===== config.mk =====
export PLATFORM = sky130hd
export DESIGN_NAME = uart
export DESIGN_NICKNAME = d
export VERILOG_FILES = /design/src/uart_pkg.sv /design/src/uart.sv /design/src/uart_bus.sv /design/src/uart_rx.sv /design/src/uart_tx.sv
export SDC_FILE = /design/constraint.sdc
export NUM_CORES = 1
export LEC_CHECK = 0
export ABC_CLOCK_PERIOD_IN_PS = 1900
export BUFFER_PORTS_ARGS = -buffer_cell sky130_fd_sc_hd__buf_2
export CAP_MARGIN = 20
export CORE_AREA = 3 3 87 89
export DETAILED_ROUTE_END_ITERATION = 8
export DIE_AREA = 0 0 90 92
export GPL_TIMING_DRIVEN = 0
export HOLD_SLACK_MARGIN = 0.12
export PLACE_DENSITY_LB_ADDON = 0.05
export SETUP_SLACK_MARGIN = 0.2
export SKIP_CTS_REPAIR_TIMING = 1
export SYNTH_ARGS = -nofsm -noshare
export SYNTH_HDL_FRONTEND = slang
export SYNTH_SLANG_ARGS = --single-unit

===== constraint.sdc =====
create_clock -name clk -period 1.9 [get_ports clk]
set_input_delay 0 -clock clk [delete_from_list [all_inputs] [get_ports clk]]
set_output_delay 0 -clock clk [all_outputs]
set_load 0.01 [all_outputs]

===== src/uart_pkg.sv =====
package uart_pkg;

  // ####################
  // Frame timing

  localparam int bit_cycles  = 8;  // Clocks per serial bit
  localparam int half_cycles = bit_cycles / 2;
  localparam int data_bits   = 8;

  // Counter widths
  localparam int cnt_w = $clog2(bit_cycles);
  localparam int idx_w = $clog2(data_bits);

  localparam logic [cnt_w-1:0] last_cycle = cnt_w'(bit_cycles - 1);
  localparam logic [cnt_w-1:0] half_last  = cnt_w'(half_cycles - 1);
  localparam logic [idx_w-1:0] last_bit   = idx_w'(data_bits - 1);

  // ####################
  // State encodings

  typedef enum logic [1:0] {
    tx_idle,
    tx_start,
    tx_data,
    tx_stop
  } tx_state_t;

  typedef enum logic [1:0] {
    rx_idle,
    rx_start,  // Waiting for mid start bit
    rx_data,
    rx_stop
  } rx_state_t;

  typedef enum logic [1:0] {
    bus_idle,
    bus_write,
    bus_read
  } bus_state_t;

endpackage


===== src/uart.sv =====
module uart (
  input  logic        clk,
  input  logic        rst,
  input  logic        uart_valid,
  input  logic [31:0] uart_wdata,
  input  logic [3:0]  uart_wstrb,
  input  logic        rx,
  output logic [31:0] uart_rdata,
  output logic        uart_ready,
  output logic        tx
);

  logic       tx_start;
  logic [7:0] tx_byte;
  logic       tx_done;
  logic       rx_valid;
  logic [7:0] rx_byte;

  // ####################
  // Bus side

  uart_bus bus_i (
    .clk        (clk),
    .rst        (rst),
    .uart_valid (uart_valid),
    .uart_wdata (uart_wdata),
    .uart_wstrb (uart_wstrb),
    .tx_done    (tx_done),
    .rx_valid   (rx_valid),
    .rx_byte    (rx_byte),
    .uart_rdata (uart_rdata),
    .uart_ready (uart_ready),
    .tx_start   (tx_start),
    .tx_byte    (tx_byte)
  );

  // ####################
  // Serial side

  uart_tx tx_i (
    .clk      (clk),
    .rst      (rst),
    .tx_start (tx_start),
    .tx_byte  (tx_byte),
    .tx       (tx),
    .tx_done  (tx_done)
  );

  uart_rx rx_i (
    .clk      (clk),
    .rst      (rst),
    .rx       (rx),
    .rx_valid (rx_valid),
    .rx_byte  (rx_byte)
  );

endmodule


===== src/uart_bus.sv =====
module uart_bus (
  input  logic        clk,
  input  logic        rst,
  input  logic        uart_valid,
  input  logic [31:0] uart_wdata,
  input  logic [3:0]  uart_wstrb,
  input  logic        tx_done,
  input  logic        rx_valid,
  input  logic [7:0]  rx_byte,
  output logic [31:0] uart_rdata,
  output logic        uart_ready,
  output logic        tx_start,
  output logic [7:0]  tx_byte
);

  uart_pkg::bus_state_t state;

  logic is_write;
  logic accept;

  assign is_write = |uart_wstrb;
  // Valid is still high in the ready cycle
  assign accept   = uart_valid && !uart_ready && (state == uart_pkg::bus_idle);

  // ####################
  // Request phase

  always_ff @(posedge clk) begin
    if (!rst) begin
      state      <= uart_pkg::bus_idle;
      tx_start   <= 1'b0;
      uart_ready <= 1'b0;
      uart_rdata <= '0;
    end else begin
      tx_start   <= 1'b0;
      uart_ready <= 1'b0;
      case (state)
        uart_pkg::bus_idle: begin
          if (accept) begin
            tx_start <= is_write;
            state    <= is_write ? uart_pkg::bus_write : uart_pkg::bus_read;
          end
        end
        uart_pkg::bus_write: begin
          if (tx_done) begin
            uart_ready <= 1'b1;
            state      <= uart_pkg::bus_idle;
          end
        end
        uart_pkg::bus_read: begin
          if (rx_valid) begin
            uart_ready <= 1'b1;
            uart_rdata <= {{(32 - uart_pkg::data_bits){1'b0}}, rx_byte};
            state      <= uart_pkg::bus_idle;
          end
        end
        default: state <= uart_pkg::bus_idle;
      endcase
    end
  end

  // Upper wdata bits are ignored
  always_ff @(posedge clk) begin
    if (accept && is_write) begin
      tx_byte <= uart_wdata[uart_pkg::data_bits-1:0];
    end
  end

endmodule


===== src/uart_rx.sv =====
module uart_rx (
  input  logic       clk,
  input  logic       rst,
  input  logic       rx,
  output logic       rx_valid,
  output logic [7:0] rx_byte
);

  uart_pkg::rx_state_t state;

  logic rx_meta;
  logic rx_sync;
  logic rx_prev;
  logic fall;

  logic [uart_pkg::cnt_w-1:0]     cnt;
  logic [uart_pkg::idx_w-1:0]     bit_idx;
  logic [uart_pkg::data_bits-1:0] shreg;
  logic                           bit_end;
  logic                           sample;

  // ####################
  // Synchronizer

  always_ff @(posedge clk) begin
    if (!rst) begin
      rx_meta <= 1'b1;
      rx_sync <= 1'b1;
      rx_prev <= 1'b1;
    end else begin
      rx_meta <= rx;
      rx_sync <= rx_meta;
      rx_prev <= rx_sync;
    end
  end

  assign fall    = rx_prev & ~rx_sync;
  assign bit_end = (cnt == uart_pkg::last_cycle);
  assign sample  = (state == uart_pkg::rx_data) && bit_end;

  // ####################
  // Control

  always_ff @(posedge clk) begin
    if (!rst) begin
      state    <= uart_pkg::rx_idle;
      cnt      <= '0;
      bit_idx  <= '0;
      rx_valid <= 1'b0;
    end else begin
      rx_valid <= 1'b0;
      case (state)
        uart_pkg::rx_idle: begin
          cnt <= '0;
          if (fall) begin
            state <= uart_pkg::rx_start;
          end
        end
        uart_pkg::rx_start: begin
          cnt <= cnt + 1'b1;
          if (cnt == uart_pkg::half_last) begin
            cnt <= '0;
            bit_idx <= '0;
            // High at mid start bit is a glitch
            state <= rx_sync ? uart_pkg::rx_idle : uart_pkg::rx_data;
          end
        end
        uart_pkg::rx_data: begin
          cnt <= cnt + 1'b1;
          if (bit_end) begin
            if (bit_idx == uart_pkg::last_bit) begin
              state <= uart_pkg::rx_stop;
            end else begin
              bit_idx <= bit_idx + 1'b1;
            end
          end
        end
        uart_pkg::rx_stop: begin
          cnt <= cnt + 1'b1;
          if (bit_end) begin
            rx_valid <= rx_sync;  // Framing error drops the byte
            state    <= uart_pkg::rx_idle;
          end
        end
        default: state <= uart_pkg::rx_idle;
      endcase
    end
  end

  // Data bits arrive LSB first
  always_ff @(posedge clk) begin
    if (sample) begin
      shreg <= {rx_sync, shreg[uart_pkg::data_bits-1:1]};
    end
  end

  assign rx_byte = shreg;

endmodule


===== src/uart_tx.sv =====
module uart_tx (
  input  logic       clk,
  input  logic       rst,
  input  logic       tx_start,
  input  logic [7:0] tx_byte,
  output logic       tx,
  output logic       tx_done
);

  uart_pkg::tx_state_t state;

  logic [uart_pkg::cnt_w-1:0]     cnt;
  logic [uart_pkg::idx_w-1:0]     bit_idx;
  logic [uart_pkg::data_bits-1:0] shreg;
  logic                           bit_end;

  assign bit_end = (cnt == uart_pkg::last_cycle);

  // ####################
  // Control

  always_ff @(posedge clk) begin
    if (!rst) begin
      state   <= uart_pkg::tx_idle;
      cnt     <= '0;
      bit_idx <= '0;
      tx      <= 1'b1;
      tx_done <= 1'b0;
    end else begin
      tx_done <= 1'b0;
      case (state)
        uart_pkg::tx_idle: begin
          cnt <= '0;
          tx  <= 1'b1;
          if (tx_start) begin
            tx    <= 1'b0;  // Start bit
            state <= uart_pkg::tx_start;
          end
        end
        uart_pkg::tx_start: begin
          cnt <= cnt + 1'b1;
          if (bit_end) begin
            tx      <= shreg[0];
            bit_idx <= '0;
            state   <= uart_pkg::tx_data;
          end
        end
        uart_pkg::tx_data: begin
          cnt <= cnt + 1'b1;
          if (bit_end) begin
            if (bit_idx == uart_pkg::last_bit) begin
              tx    <= 1'b1;  // Stop bit
              state <= uart_pkg::tx_stop;
            end else begin
              tx      <= shreg[1];
              bit_idx <= bit_idx + 1'b1;
            end
          end
        end
        uart_pkg::tx_stop: begin
          cnt <= cnt + 1'b1;
          if (bit_end) begin
            tx_done <= 1'b1;
            state   <= uart_pkg::tx_idle;
          end
        end
        default: state <= uart_pkg::tx_idle;
      endcase
    end
  end

  // ####################
  // Data shifter

  always_ff @(posedge clk) begin
    if (state == uart_pkg::tx_idle && tx_start) begin
      shreg <= tx_byte;
    end else if (state == uart_pkg::tx_data && bit_end) begin
      shreg <= {1'b1, shreg[uart_pkg::data_bits-1:1]};  // LSB first
    end
  end

endmodule


* Word level (Yosys, flattened, before mapping)
Cells that the tools add are included.
Cells by class: equal/unequal tests 28, bitwise gates (word level) 2, reduce and logical (&&, ||, !) cells 27, add/subtract/negate cells 4, mux-type cells 40
Operators by type and width (count):
- $mux 2 | 15
- $ne 2x1->1 const B | 11
- $mux 3 | 7
- $pmux 3 s2 | 3
- $mux 8 | 2
- $pmux 2 s4 | 2
- $add 3x1->3 const B | 4
- $eq 3x3->1 const B | 4
- $reduce_and 3->1 | 4
- $eq 2x2->1 const B | 5
- $reduce_and 5->1 | 2
- $pmux 3 s3 | 1
- $ne 2x2->1 const B | 4
- $reduce_and 4->1 | 2
- $mux 1 | 7
- $eq 2x1->1 const B | 3
- $logic_and 1x1->1 | 6
- $logic_not 2->1 | 3
- $pmux 2 s3 | 1
- $reduce_bool 2->1 | 3
- $reduce_and 2->1 | 2
- $reduce_or 4->1 | 1
- $eq 3x2->1 const B | 1
- $pmux 1 s3 | 1
- other kinds (7) | 7
Storage, ports and cells: input port bits 40, output and inout bits 34, flip-flop bits (word level) 58, logic and storage cells 120

* Logic depth before layout (Yosys ltp)
Gate-level depths: netlist (run 1).
depth in word-level cells 5, depth in mapped cells 7, mapped depth without buffers 6

* By module
A second synthesis (run 1) with hierarchy kept.
Second synthesis, totals: cells, all modules 244, area total of the unflattened synthesis 2750.1 µm²
By module, submodules not included:
- uart_bus | sequential area each 480.5 µm², cells an instance 99, instances 1, area each 997.2 µm²
- uart_tx | sequential area each 440.4 µm², cells an instance 78, instances 1, area each 913.4 µm²
- uart_rx | sequential area each 480.5 µm², cells an instance 67, instances 1, area each 839.6 µm²

* Worst setup path before layout (run 1)
OpenSTA, ideal clock, no wires.
path type register -> register, from register tx_i.state[0], to register tx_i.state[0], data required time 1778 ps, data arrival time 1331 ps, stages on the path, launching flop included 7, setup slack 447 ps, clock period less this slack 1453 ps, library setup time 122 ps, path buffers 1, path through dfxtp_1 inv_1 ha_1 buf_6 nor3_4 o221ai_2 o311a_1
Between the ends: longest elaborated chain between the ends 3, elaborated cells on any way between the ends 11, classes of those cells eq/ne (8); mux (1); reduce/logical (2)
RTL lines:
- from (decl) | RTL line uart_tx.sv:10 | uart_pkg::tx_state_t state;
- from (signal assigned) | RTL line uart_tx.sv:24 | state <= uart_pkg::tx_idle;
- from (signal assigned) | RTL line uart_tx.sv:37 | state <= uart_pkg::tx_start;
- from (signal assigned) | RTL line uart_tx.sv:45 | state <= uart_pkg::tx_data;
- $eq 2x2->1 (tied with other cells) | RTL line uart_tx.sv:31 | case (state)
- $ne 2x1->1 (no line) or $ne 2x2->1 (tied branches)
- $reduce_and 5->1 (no line)
Several ways; a longest one is shown, not always the timed one. A chain may end at the register's enable or synchronous reset.

* Worst setup path in the final report (run 1)
Same ends and word-level chain as after synthesis.

==> qor.tcl, run 1 <==
set qor(overflow_after_grt) 0
set qor(setup-violations-final) 0
set qor(finalCritPeriodShare) 0.821
set qor(comb_power_share) 0.185
set qor(worst-r2r-setup-slack_ps) 340
set qor(rows) 30
set qor(antenna_cells) 0
set qor(synth_seq_area_share) 0.518
set qor(avgViaCountPerCell) 4.39
set qor(finalWeightedCongestion) 0.750
set qor(mostFrequentLayoutCell) {sky130_fd_sc_hd__dfxtp_1}
set qor(fp.coreArea_um2) 6830
set qor(fmaxAchievable_mhz) 641
set qor(gr-usage-all-layers) 0.119
set qor(critical_path.endpoint_type) {flop}
set qor(synth_simple_gate_area_frac) 0.159
set qor(criticalPathCategory) {flop to flop}
set qor(numCtsBuffers) 9
set qor(grt_antenna_before_repair) 0
set qor(initial_core_util) 0.396
set qor(top_signal_layer_used) {met4}
set qor(cts_buffer_depth) 2
set qor(min_path_type) {input pin to flop}
set qor(cp-endpoint) {tx_i.state[0]$_SDFFE_PN0P_}
set qor(status) {finished, final reports clean}
set qor(maxSlewHeadroom) 0.534
set qor(synth.mux.area_fraction) 0.0444
set qor(number_of_warnings_issued_by_yosys) 0
set qor(post_synth_num_cell_types) 43
set qor(crit_path_start_kind) {flop}
set qor(worst_skew_pair.late_latency_ps) 330
set qor(route.vias.total) 1821
set qor(die_width_um) 90
set qor(syn_inst) 242
set qor(ioPinCount) 74
set qor(synth_area_in_compound_gates) 0.0924
set qor(routed_wl_per_cell_um) 11.4
set qor(power_report.internal_total_w) 0.00229
set qor(final_total_negative_setup_slack_ps) 0
set qor(io_buffers) 24
set qor(timing.rr.start) {tx_i.state[0]$_SDFFE_PN0P_}
set qor(final_net_count) 372
set qor(finish.instance_area_um2) 3380
set qor(h_tree_lvls) 3
set qor(reg2reg_depth) 6
set qor(unrepaired_setup_endpoints_after_global_routing) {false}
set qor(post_synth_fa_ha_maj_area_fraction) 0.0786
set qor(areaGrowthSynthToFinish_pct) 24.9
set qor(final_period_minus_worst_setup_slack_ps) 1560
set qor(power_frac_seq) 0.464
set qor(dominant_combinational_cell_family_by_area_after_synthesis) {simple AND/OR/NAND/NOR gates}
set qor(finalWirelength_mm) 4.73
set qor(finalClockSkew_ps) 7.29
set qor(post_synth.cell_area_avg_um2) 11.2
set qor(ant_nets) 0
set qor(tritoncts_clock_tree) {done}
set qor(tritoncts_num_sinks) 58
set qor(async_flop_share) 0
set qor(hpwlAfterDp_mm) 3.16
set qor(ctsRootBufferMaster) {sky130_fd_sc_hd__clkbuf_8}
set qor(grt_pass1_vias) 1655
set qor(final-max-slew-violation-count) 0
set qor(met2_wirelength_mm) 2.14
set qor(edff_count_synth) 24
set qor(floorplan.die_area_um2) 8280
set qor(remaining_drc_errors) 0
set qor(drv.max_cap_violation_count) 0
set qor(grt_max_degree) 11
set qor(die_y_um) 92
set qor(power_per_cell_area_nw_per_um2) 907
set qor(placed_area_um2) 3030
set qor(drt-met1-wl_mm) 2.21
set qor(arrival_worst_endpoint_ps) 1770
set qor(multiInputGateArea_um2) 1120
set qor(critPathMaxFanout) 10
set qor(most_frequent_cells_in_the_layout) {sky130_fd_sc_hd__dfxtp_1, sky130_fd_sc_hd__buf_2, sky130_fd_sc_hd__buf_4}
set qor(grt_pass1_wl_mm) 7.76
set qor(final-hold-violation-count) 0
set qor(path_clk_slew_ps) 60
set qor(final-seq-area_um2) 1400
set qor(static-leakage-power_nw) 1.47
set qor(switchingPower_w) 0.000775
set qor(cp_data_required_time_ps) 2110
set qor(ys_dominant_reg_cell) {sky130_fd_sc_hd__dfxtp_1}
set qor(p_clk_frac) 0.352
set qor(drt_first_iter_violations) 99
set qor(drt_first_pass_iters) 4
set qor(synth.cell_area_um2) 2710
set qor(synth.ff_latch_count) 58
set qor(wl_met3_um) 297
set qor(worstSetupStartpoint) {tx_i.state[0]$_SDFFE_PN0P_}
set qor(post-layout-total-power_w) 0.00306
set qor(netSwitchingFraction) 0.253
set qor(worst-slew-pin-transition_ps) 693
set qor(worst_hold_slack_ps) 134
set qor(instances_no_fill) 415
set qor(ratio_of_cells_with_drive_above_1_in_the_final_layout) 0.266
set qor(vdd_ir_drop_max_uv) 492
set qor(numPlacedInstances) 385
set qor(post_synth_xor_area_fraction) 0.00323
set qor(rr_endpoint) {tx_i.state[0]$_SDFFE_PN0P_}
set qor(fill_cells) 655
power by group through the flow:
stage	Clock [W]	Sequential [W]	Combinational, W
2_1_floorplan	0	0.00144	0.000432
3_3_place_gp	0	0.00145	0.000533
3_5_place_dp	0	0.00145	0.000535
4_1_cts	0.00112	0.00142	0.000537
5_1_grt	0.00118	0.00143	0.000635
6_report	0.00108	0.00142	0.000566
Yosys cell counts (2+ instances only):
| library cell | instances | area (µm²) |
|---|---|---|
| sky130_fd_sc_hd__a21boi_0 | 9 | 67.6 |
| sky130_fd_sc_hd__and3_1 | 2 | 12.5 |
| sky130_fd_sc_hd__nand2_1 | 25 | 93.8 |
| sky130_fd_sc_hd__clkbuf_1 | 2 | 7.51 |
| sky130_fd_sc_hd__and3b_1 | 4 | 35.0 |
| sky130_fd_sc_hd__buf_6 | 3 | 33.8 |
| sky130_fd_sc_hd__buf_4 | 25 | 188 |
| sky130_fd_sc_hd__buf_2 | 4 | 20.0 |
| sky130_fd_sc_hd__nand3_1 | 15 | 75.1 |
| sky130_fd_sc_hd__nand2b_1 | 6 | 37.5 |
| sky130_fd_sc_hd__and2_1 | 2 | 12.5 |
| sky130_fd_sc_hd__inv_1 | 8 | 30.0 |
| sky130_fd_sc_hd__nor2_1 | 5 | 18.8 |
| sky130_fd_sc_hd__edfxtp_1 | 24 | 721 |
| sky130_fd_sc_hd__o21ai_0 | 7 | 35.0 |
| sky130_fd_sc_hd__a22oi_1 | 4 | 30.0 |
| sky130_fd_sc_hd__mux2_2 | 8 | 90.1 |
| sky130_fd_sc_hd__mux2i_1 | 3 | 30.0 |
| sky130_fd_sc_hd__nor3b_1 | 3 | 22.5 |
| sky130_fd_sc_hd__nand4_1 | 2 | 12.5 |
| sky130_fd_sc_hd__a21oi_1 | 4 | 20.0 |
| sky130_fd_sc_hd__ha_1 | 17 | 213 |
| sky130_fd_sc_hd__dfxtp_1 | 34 | 681 |
| sky130_fd_sc_hd__nor2b_1 | 7 | 43.8 |
kinds of logic (layout without fill, tap and decap cells):
family	after synthesis	after routing
compound gates	34	34
xor+xnor	1	1
fa+ha+maj	17	17
buf+inv	42	96
flops	58	58
mux	11	11
other cells	1	24
simple gates	78	78
worst min path at each step:
| stage | to | startpoint | cells after the start |
|---|---|---|---|
| final | bus_i.state[1]$_SDFFE_PN0P_ | uart_valid | 4 |
| after global routing | bus_i.state[1]$_SDFFE_PN0P_ | uart_valid | 4 |
| after CTS | bus_i.tx_byte[3]$_DFFE_PP_ | uart_wdata[3] | 1 |
| after detailed placement | bus_i.tx_byte[5]$_DFFE_PP_ | uart_wdata[5] | 1 |
| after global placement | bus_i.tx_byte[7]$_DFFE_PP_ | uart_wdata[7] | 1 |
| after floorplan | bus_i.tx_byte[0]$_DFFE_PP_ | uart_wdata[0] | 0 |
flip-flops by register name, indices dropped and copies added, names as in the netlist, named ones only:
name              flops
bus_i.tx_byte         8
bus_i.uart_rdata      8
rx_i.rx_byte          8
tx_i.shreg            8
rx_i.bit_idx          3
rx_i.cnt              3
tx_i.bit_idx          3
tx_i.cnt              3
bus_i.state           2
tx_i.state            2
bus_i.tx_start        1
bus_i.uart_ready      1
rx_i.rx_meta          1
rx_i.rx_prev          1
rx_i.rx_sync          1
rx_i.rx_valid         1
rx_i.state            1
tx_i.tx               1
tx_i.tx_done          1
worst max-delay path, cell delays in order (launching register included):
cell and delay (ps):
sky130_fd_sc_hd__dfxtp_1 360, sky130_fd_sc_hd__inv_1 100, sky130_fd_sc_hd__ha_1 210, sky130_fd_sc_hd__buf_6 140, sky130_fd_sc_hd__nor3_4 180, sky130_fd_sc_hd__o221ai_2 150
sky130_fd_sc_hd__o311a_1 300
per-layer routing:
layer | up-vias | track usage
met5 | - | 0
met4 | 0 | 0.0536
met3 | 8 | 0.0558
met2 | 44 | 0.180
met1 | 827 | 0.145
li1 | 942 | -
area by class of cell:
cell class,count,area share
multi-input cells,165,0.333
inverters,8,0.00888
plain buffers,34,0.0736
clock inverters,4,0.0130
flip-flops and latches,58,0.415
repair buffers,39,0.0799
clock buffers,11,0.0418
well taps,96,0.0355
through the flow:
| stage | util | setup WS [ps] |
|---|---|---|
| 6_report | 0.495 | 340 |
| 5_1_grt | 0.495 | 214 |
| 4_1_cts | 0.471 | 133 |
| 3_5_place_dp | 0.444 | 150 |
| 3_3_place_gp | 0.444 | 193 |
| 2_1_floorplan | - | 447 |
Power figures use the tool's default switching activity.
==> inputs of run 2 (changes only) <==
--- a/config.mk
+++ b/config.mk
@@ -5,7 +5,7 @@
 export SDC_FILE = /design/constraint.sdc
 export NUM_CORES = 1
 export LEC_CHECK = 0
-export ABC_CLOCK_PERIOD_IN_PS = 1900
+export ABC_CLOCK_PERIOD_IN_PS = 1500
 export BUFFER_PORTS_ARGS = -buffer_cell sky130_fd_sc_hd__buf_2
 export CAP_MARGIN = 20
 export CORE_AREA = 3 3 87 89
==> constraint.sdc (replaced) <==
create_clock -name clk -period 1.5 [get_ports clk]
set_input_delay 0 -clock clk [delete_from_list [all_inputs] [get_ports clk]]
set_output_delay 0 -clock clk [all_outputs]
set_load 0.01 [all_outputs]
==> run 2 against run 1 <==
  * Utilization up 4.9 points
  * Worst setup slack worse by 300 ps
  * Via count up 3.7%
  * Critical path type unchanged
  * Non-clock buffer count up 10
  * Global-route usage up 0.20 points
==> qor.tcl, run 2 (synthesized netlist as in run 1, its figures left out) <==
set qor(timing.rr.start) {tx_i.state[0]$_SDFFE_PN0P_}
set qor(grt_antenna_before_repair) 0
set qor(fmaxAchievable_mhz) 687
set qor(ioPinCount) 74
set qor(final-hold-violation-count) 0
set qor(rows) 30
set qor(final_period_minus_worst_setup_slack_ps) 1460
set qor(unrepaired_setup_endpoints_after_global_routing) {true}
set qor(timing.critical_path.slowest_stage_cell) {sky130_fd_sc_hd__dfxtp_4}
set qor(tritoncts_num_sinks) 58
set qor(finalClockSkew_ps) 8.61
set qor(worst_hold_slack_ps) 19.0
set qor(worst-r2r-setup-slack_ps) 40
set qor(finalWeightedCongestion) 0.775
set qor(crit_chain) {buf_6 > ha_4 > nor3_4 > o221ai_2 > o311a_1}
set qor(ratio_of_cells_with_drive_above_1_in_the_final_layout) 0.421
set qor(critical_path.endpoint_type) {flop}
set qor(drv.max_cap_violation_count) 0
set qor(cp_slowest_stage_delay_ps) 360
set qor(worst-slew-pin-transition_ps) 673
set qor(drt_first_pass_iters) 4
set qor(status) {finished, final reports clean}
set qor(grt_pass1_wl_mm) 8.02
set qor(ctsRootBufferMaster) {sky130_fd_sc_hd__clkbuf_8}
set qor(whs_endpoint) {bus_i.state[1]$_SDFFE_PN0P_}
set qor(most_frequent_cells_in_the_layout) {sky130_fd_sc_hd__buf_4, sky130_fd_sc_hd__buf_2, sky130_fd_sc_hd__dfxtp_1, sky130_fd_sc_hd__conb_1, sky130_fd_sc_hd__edfxtp_1}
set qor(criticalPathCategory) {flop to flop}
set qor(final_total_negative_setup_slack_ps) 0
set qor(fp.coreArea_um2) 6830
set qor(worst_skew_pair.late_latency_ps) 330
set qor(floorplan.die_area_um2) 8280
set qor(post-layout-total-power_w) 0.00434
set qor(overflow_after_grt) 0
set qor(vdd_ir_drop_max_uv) 579
set qor(min_path_type) {input pin to flop}
set qor(avgViaCountPerCell) 4.43
set qor(cts_buffer_depth) 2
set qor(setup-violations-final) 0
set qor(crit_path_start_kind) {flop}
set qor(critPathMaxFanout) 4
set qor(ant_nets) 0
set qor(finalWirelength_mm) 5.10
set qor(hpwlAfterDp_mm) 3.33
set qor(path_clk_slew_ps) 70
set qor(reg2reg_depth) 5
set qor(route.vias.total) 1888
set qor(mostFrequentLayoutCell) {sky130_fd_sc_hd__buf_4}
set qor(routed_wl_per_cell_um) 12.0
set qor(areaGrowthSynthToFinish_pct) 37.2
set qor(die_width_um) 90
set qor(cp_data_required_time_ps) 1720
set qor(h_tree_lvls) 3
set qor(die_y_um) 92
set qor(worstHoldPathCells) 4
set qor(final_net_count) 382
set qor(remaining_drc_errors) 0
set qor(final-max-slew-violation-count) 0
set qor(finalCritPeriodShare) 0.970
set qor(gr-usage-all-layers) 0.121
set qor(tritoncts_clock_tree) {done}
set qor(arrival_worst_endpoint_ps) 1670
set qor(hold_path.startpoint) {uart_wstrb[2]}
set qor(maxSlewHeadroom) 0.547
set qor(grt_pass1_vias) 1687
set qor(numCtsBuffers) 9
set qor(power_per_cell_area_nw_per_um2) 1170
set qor(static-leakage-power_nw) 1.54
set qor(io_buffers) 24
set qor(drt_first_iter_violations) 49
set qor(antenna_cells) 0
set qor(initial_core_util) 0.396
set qor(grt_max_degree) 11
set qor(rr_endpoint) {tx_i.state[0]$_SDFFE_PN0P_}
-- run 2: metal layers --
layer,GRT usage,share of wire,vias to the layer above
met5,0,0,-
met4,0.0689,0.024,0
met3,0.0345,0.046,10
met2,0.182,0.46,41
met1,0.157,0.47,872
li1,-,-,965
-- run 2: worst max-delay path, delay by kind of cell, from the launching register on --
kind            cells  cell delay, ps
flops               1             360
simple gates        1             180
buf+inv             1             120
fa+ha+maj           1             170
compound gates      2             510
-- run 2: cell type report --
class | instances | area [µm²]
Buffer | 34 | 255
Tap cell | 96 | 120
Inverter | 8 | 35.0
Sequential cell | 58 | 1420
Clock buffer | 11 | 141
Clock inverter | 5 | 77.6
Multi-Input combinational cell | 165 | 1320
Fill cell | 636 | 3120
Timing Repair Buffer | 49 | 343
-- run 2: how the worst max path moves through the flow --
stage                                      from                     endpoint  depth (start not counted)
finish               tx_i.state[0]$_SDFFE_PN0P_   tx_i.state[0]$_SDFFE_PN0P_                          5
global route         tx_i.state[0]$_SDFFE_PN0P_   tx_i.state[0]$_SDFFE_PN0P_                          5
CTS                 bus_i.state[0]$_SDFFE_PN0P_  bus_i.state[0]$_SDFFE_PN0P_                          6
detailed placement  bus_i.state[0]$_SDFFE_PN0P_  bus_i.state[0]$_SDFFE_PN0P_                          6
global placement    bus_i.state[0]$_SDFFE_PN0P_   bus_i.tx_byte[7]$_DFFE_PP_                          4
floorplan            tx_i.state[0]$_SDFFE_PN0P_   tx_i.state[0]$_SDFFE_PN0P_                          6
-- run 2: per-stage QoR --
step,util,worst slack [ps],std cells,cell area [µm²]
after floorplan,-,132,265,2830
after global placement,0.449,16.2,385,3070
after detailed placement,0.449,-10.7,385,3070
after CTS,0.481,-26.4,401,3280
after global routing,0.544,-10.3,426,3720
final,0.544,44.3,426,3720
-- run 2: power breakdown --
group	leakage (nW)	switching (W)	internal (W)
clock	0.109	0.000612	0.000975
combinational	0.924	0.000443	0.000474
sequential	0.502	0.0000727	0.00177
total	1.54	0.00113	0.00322
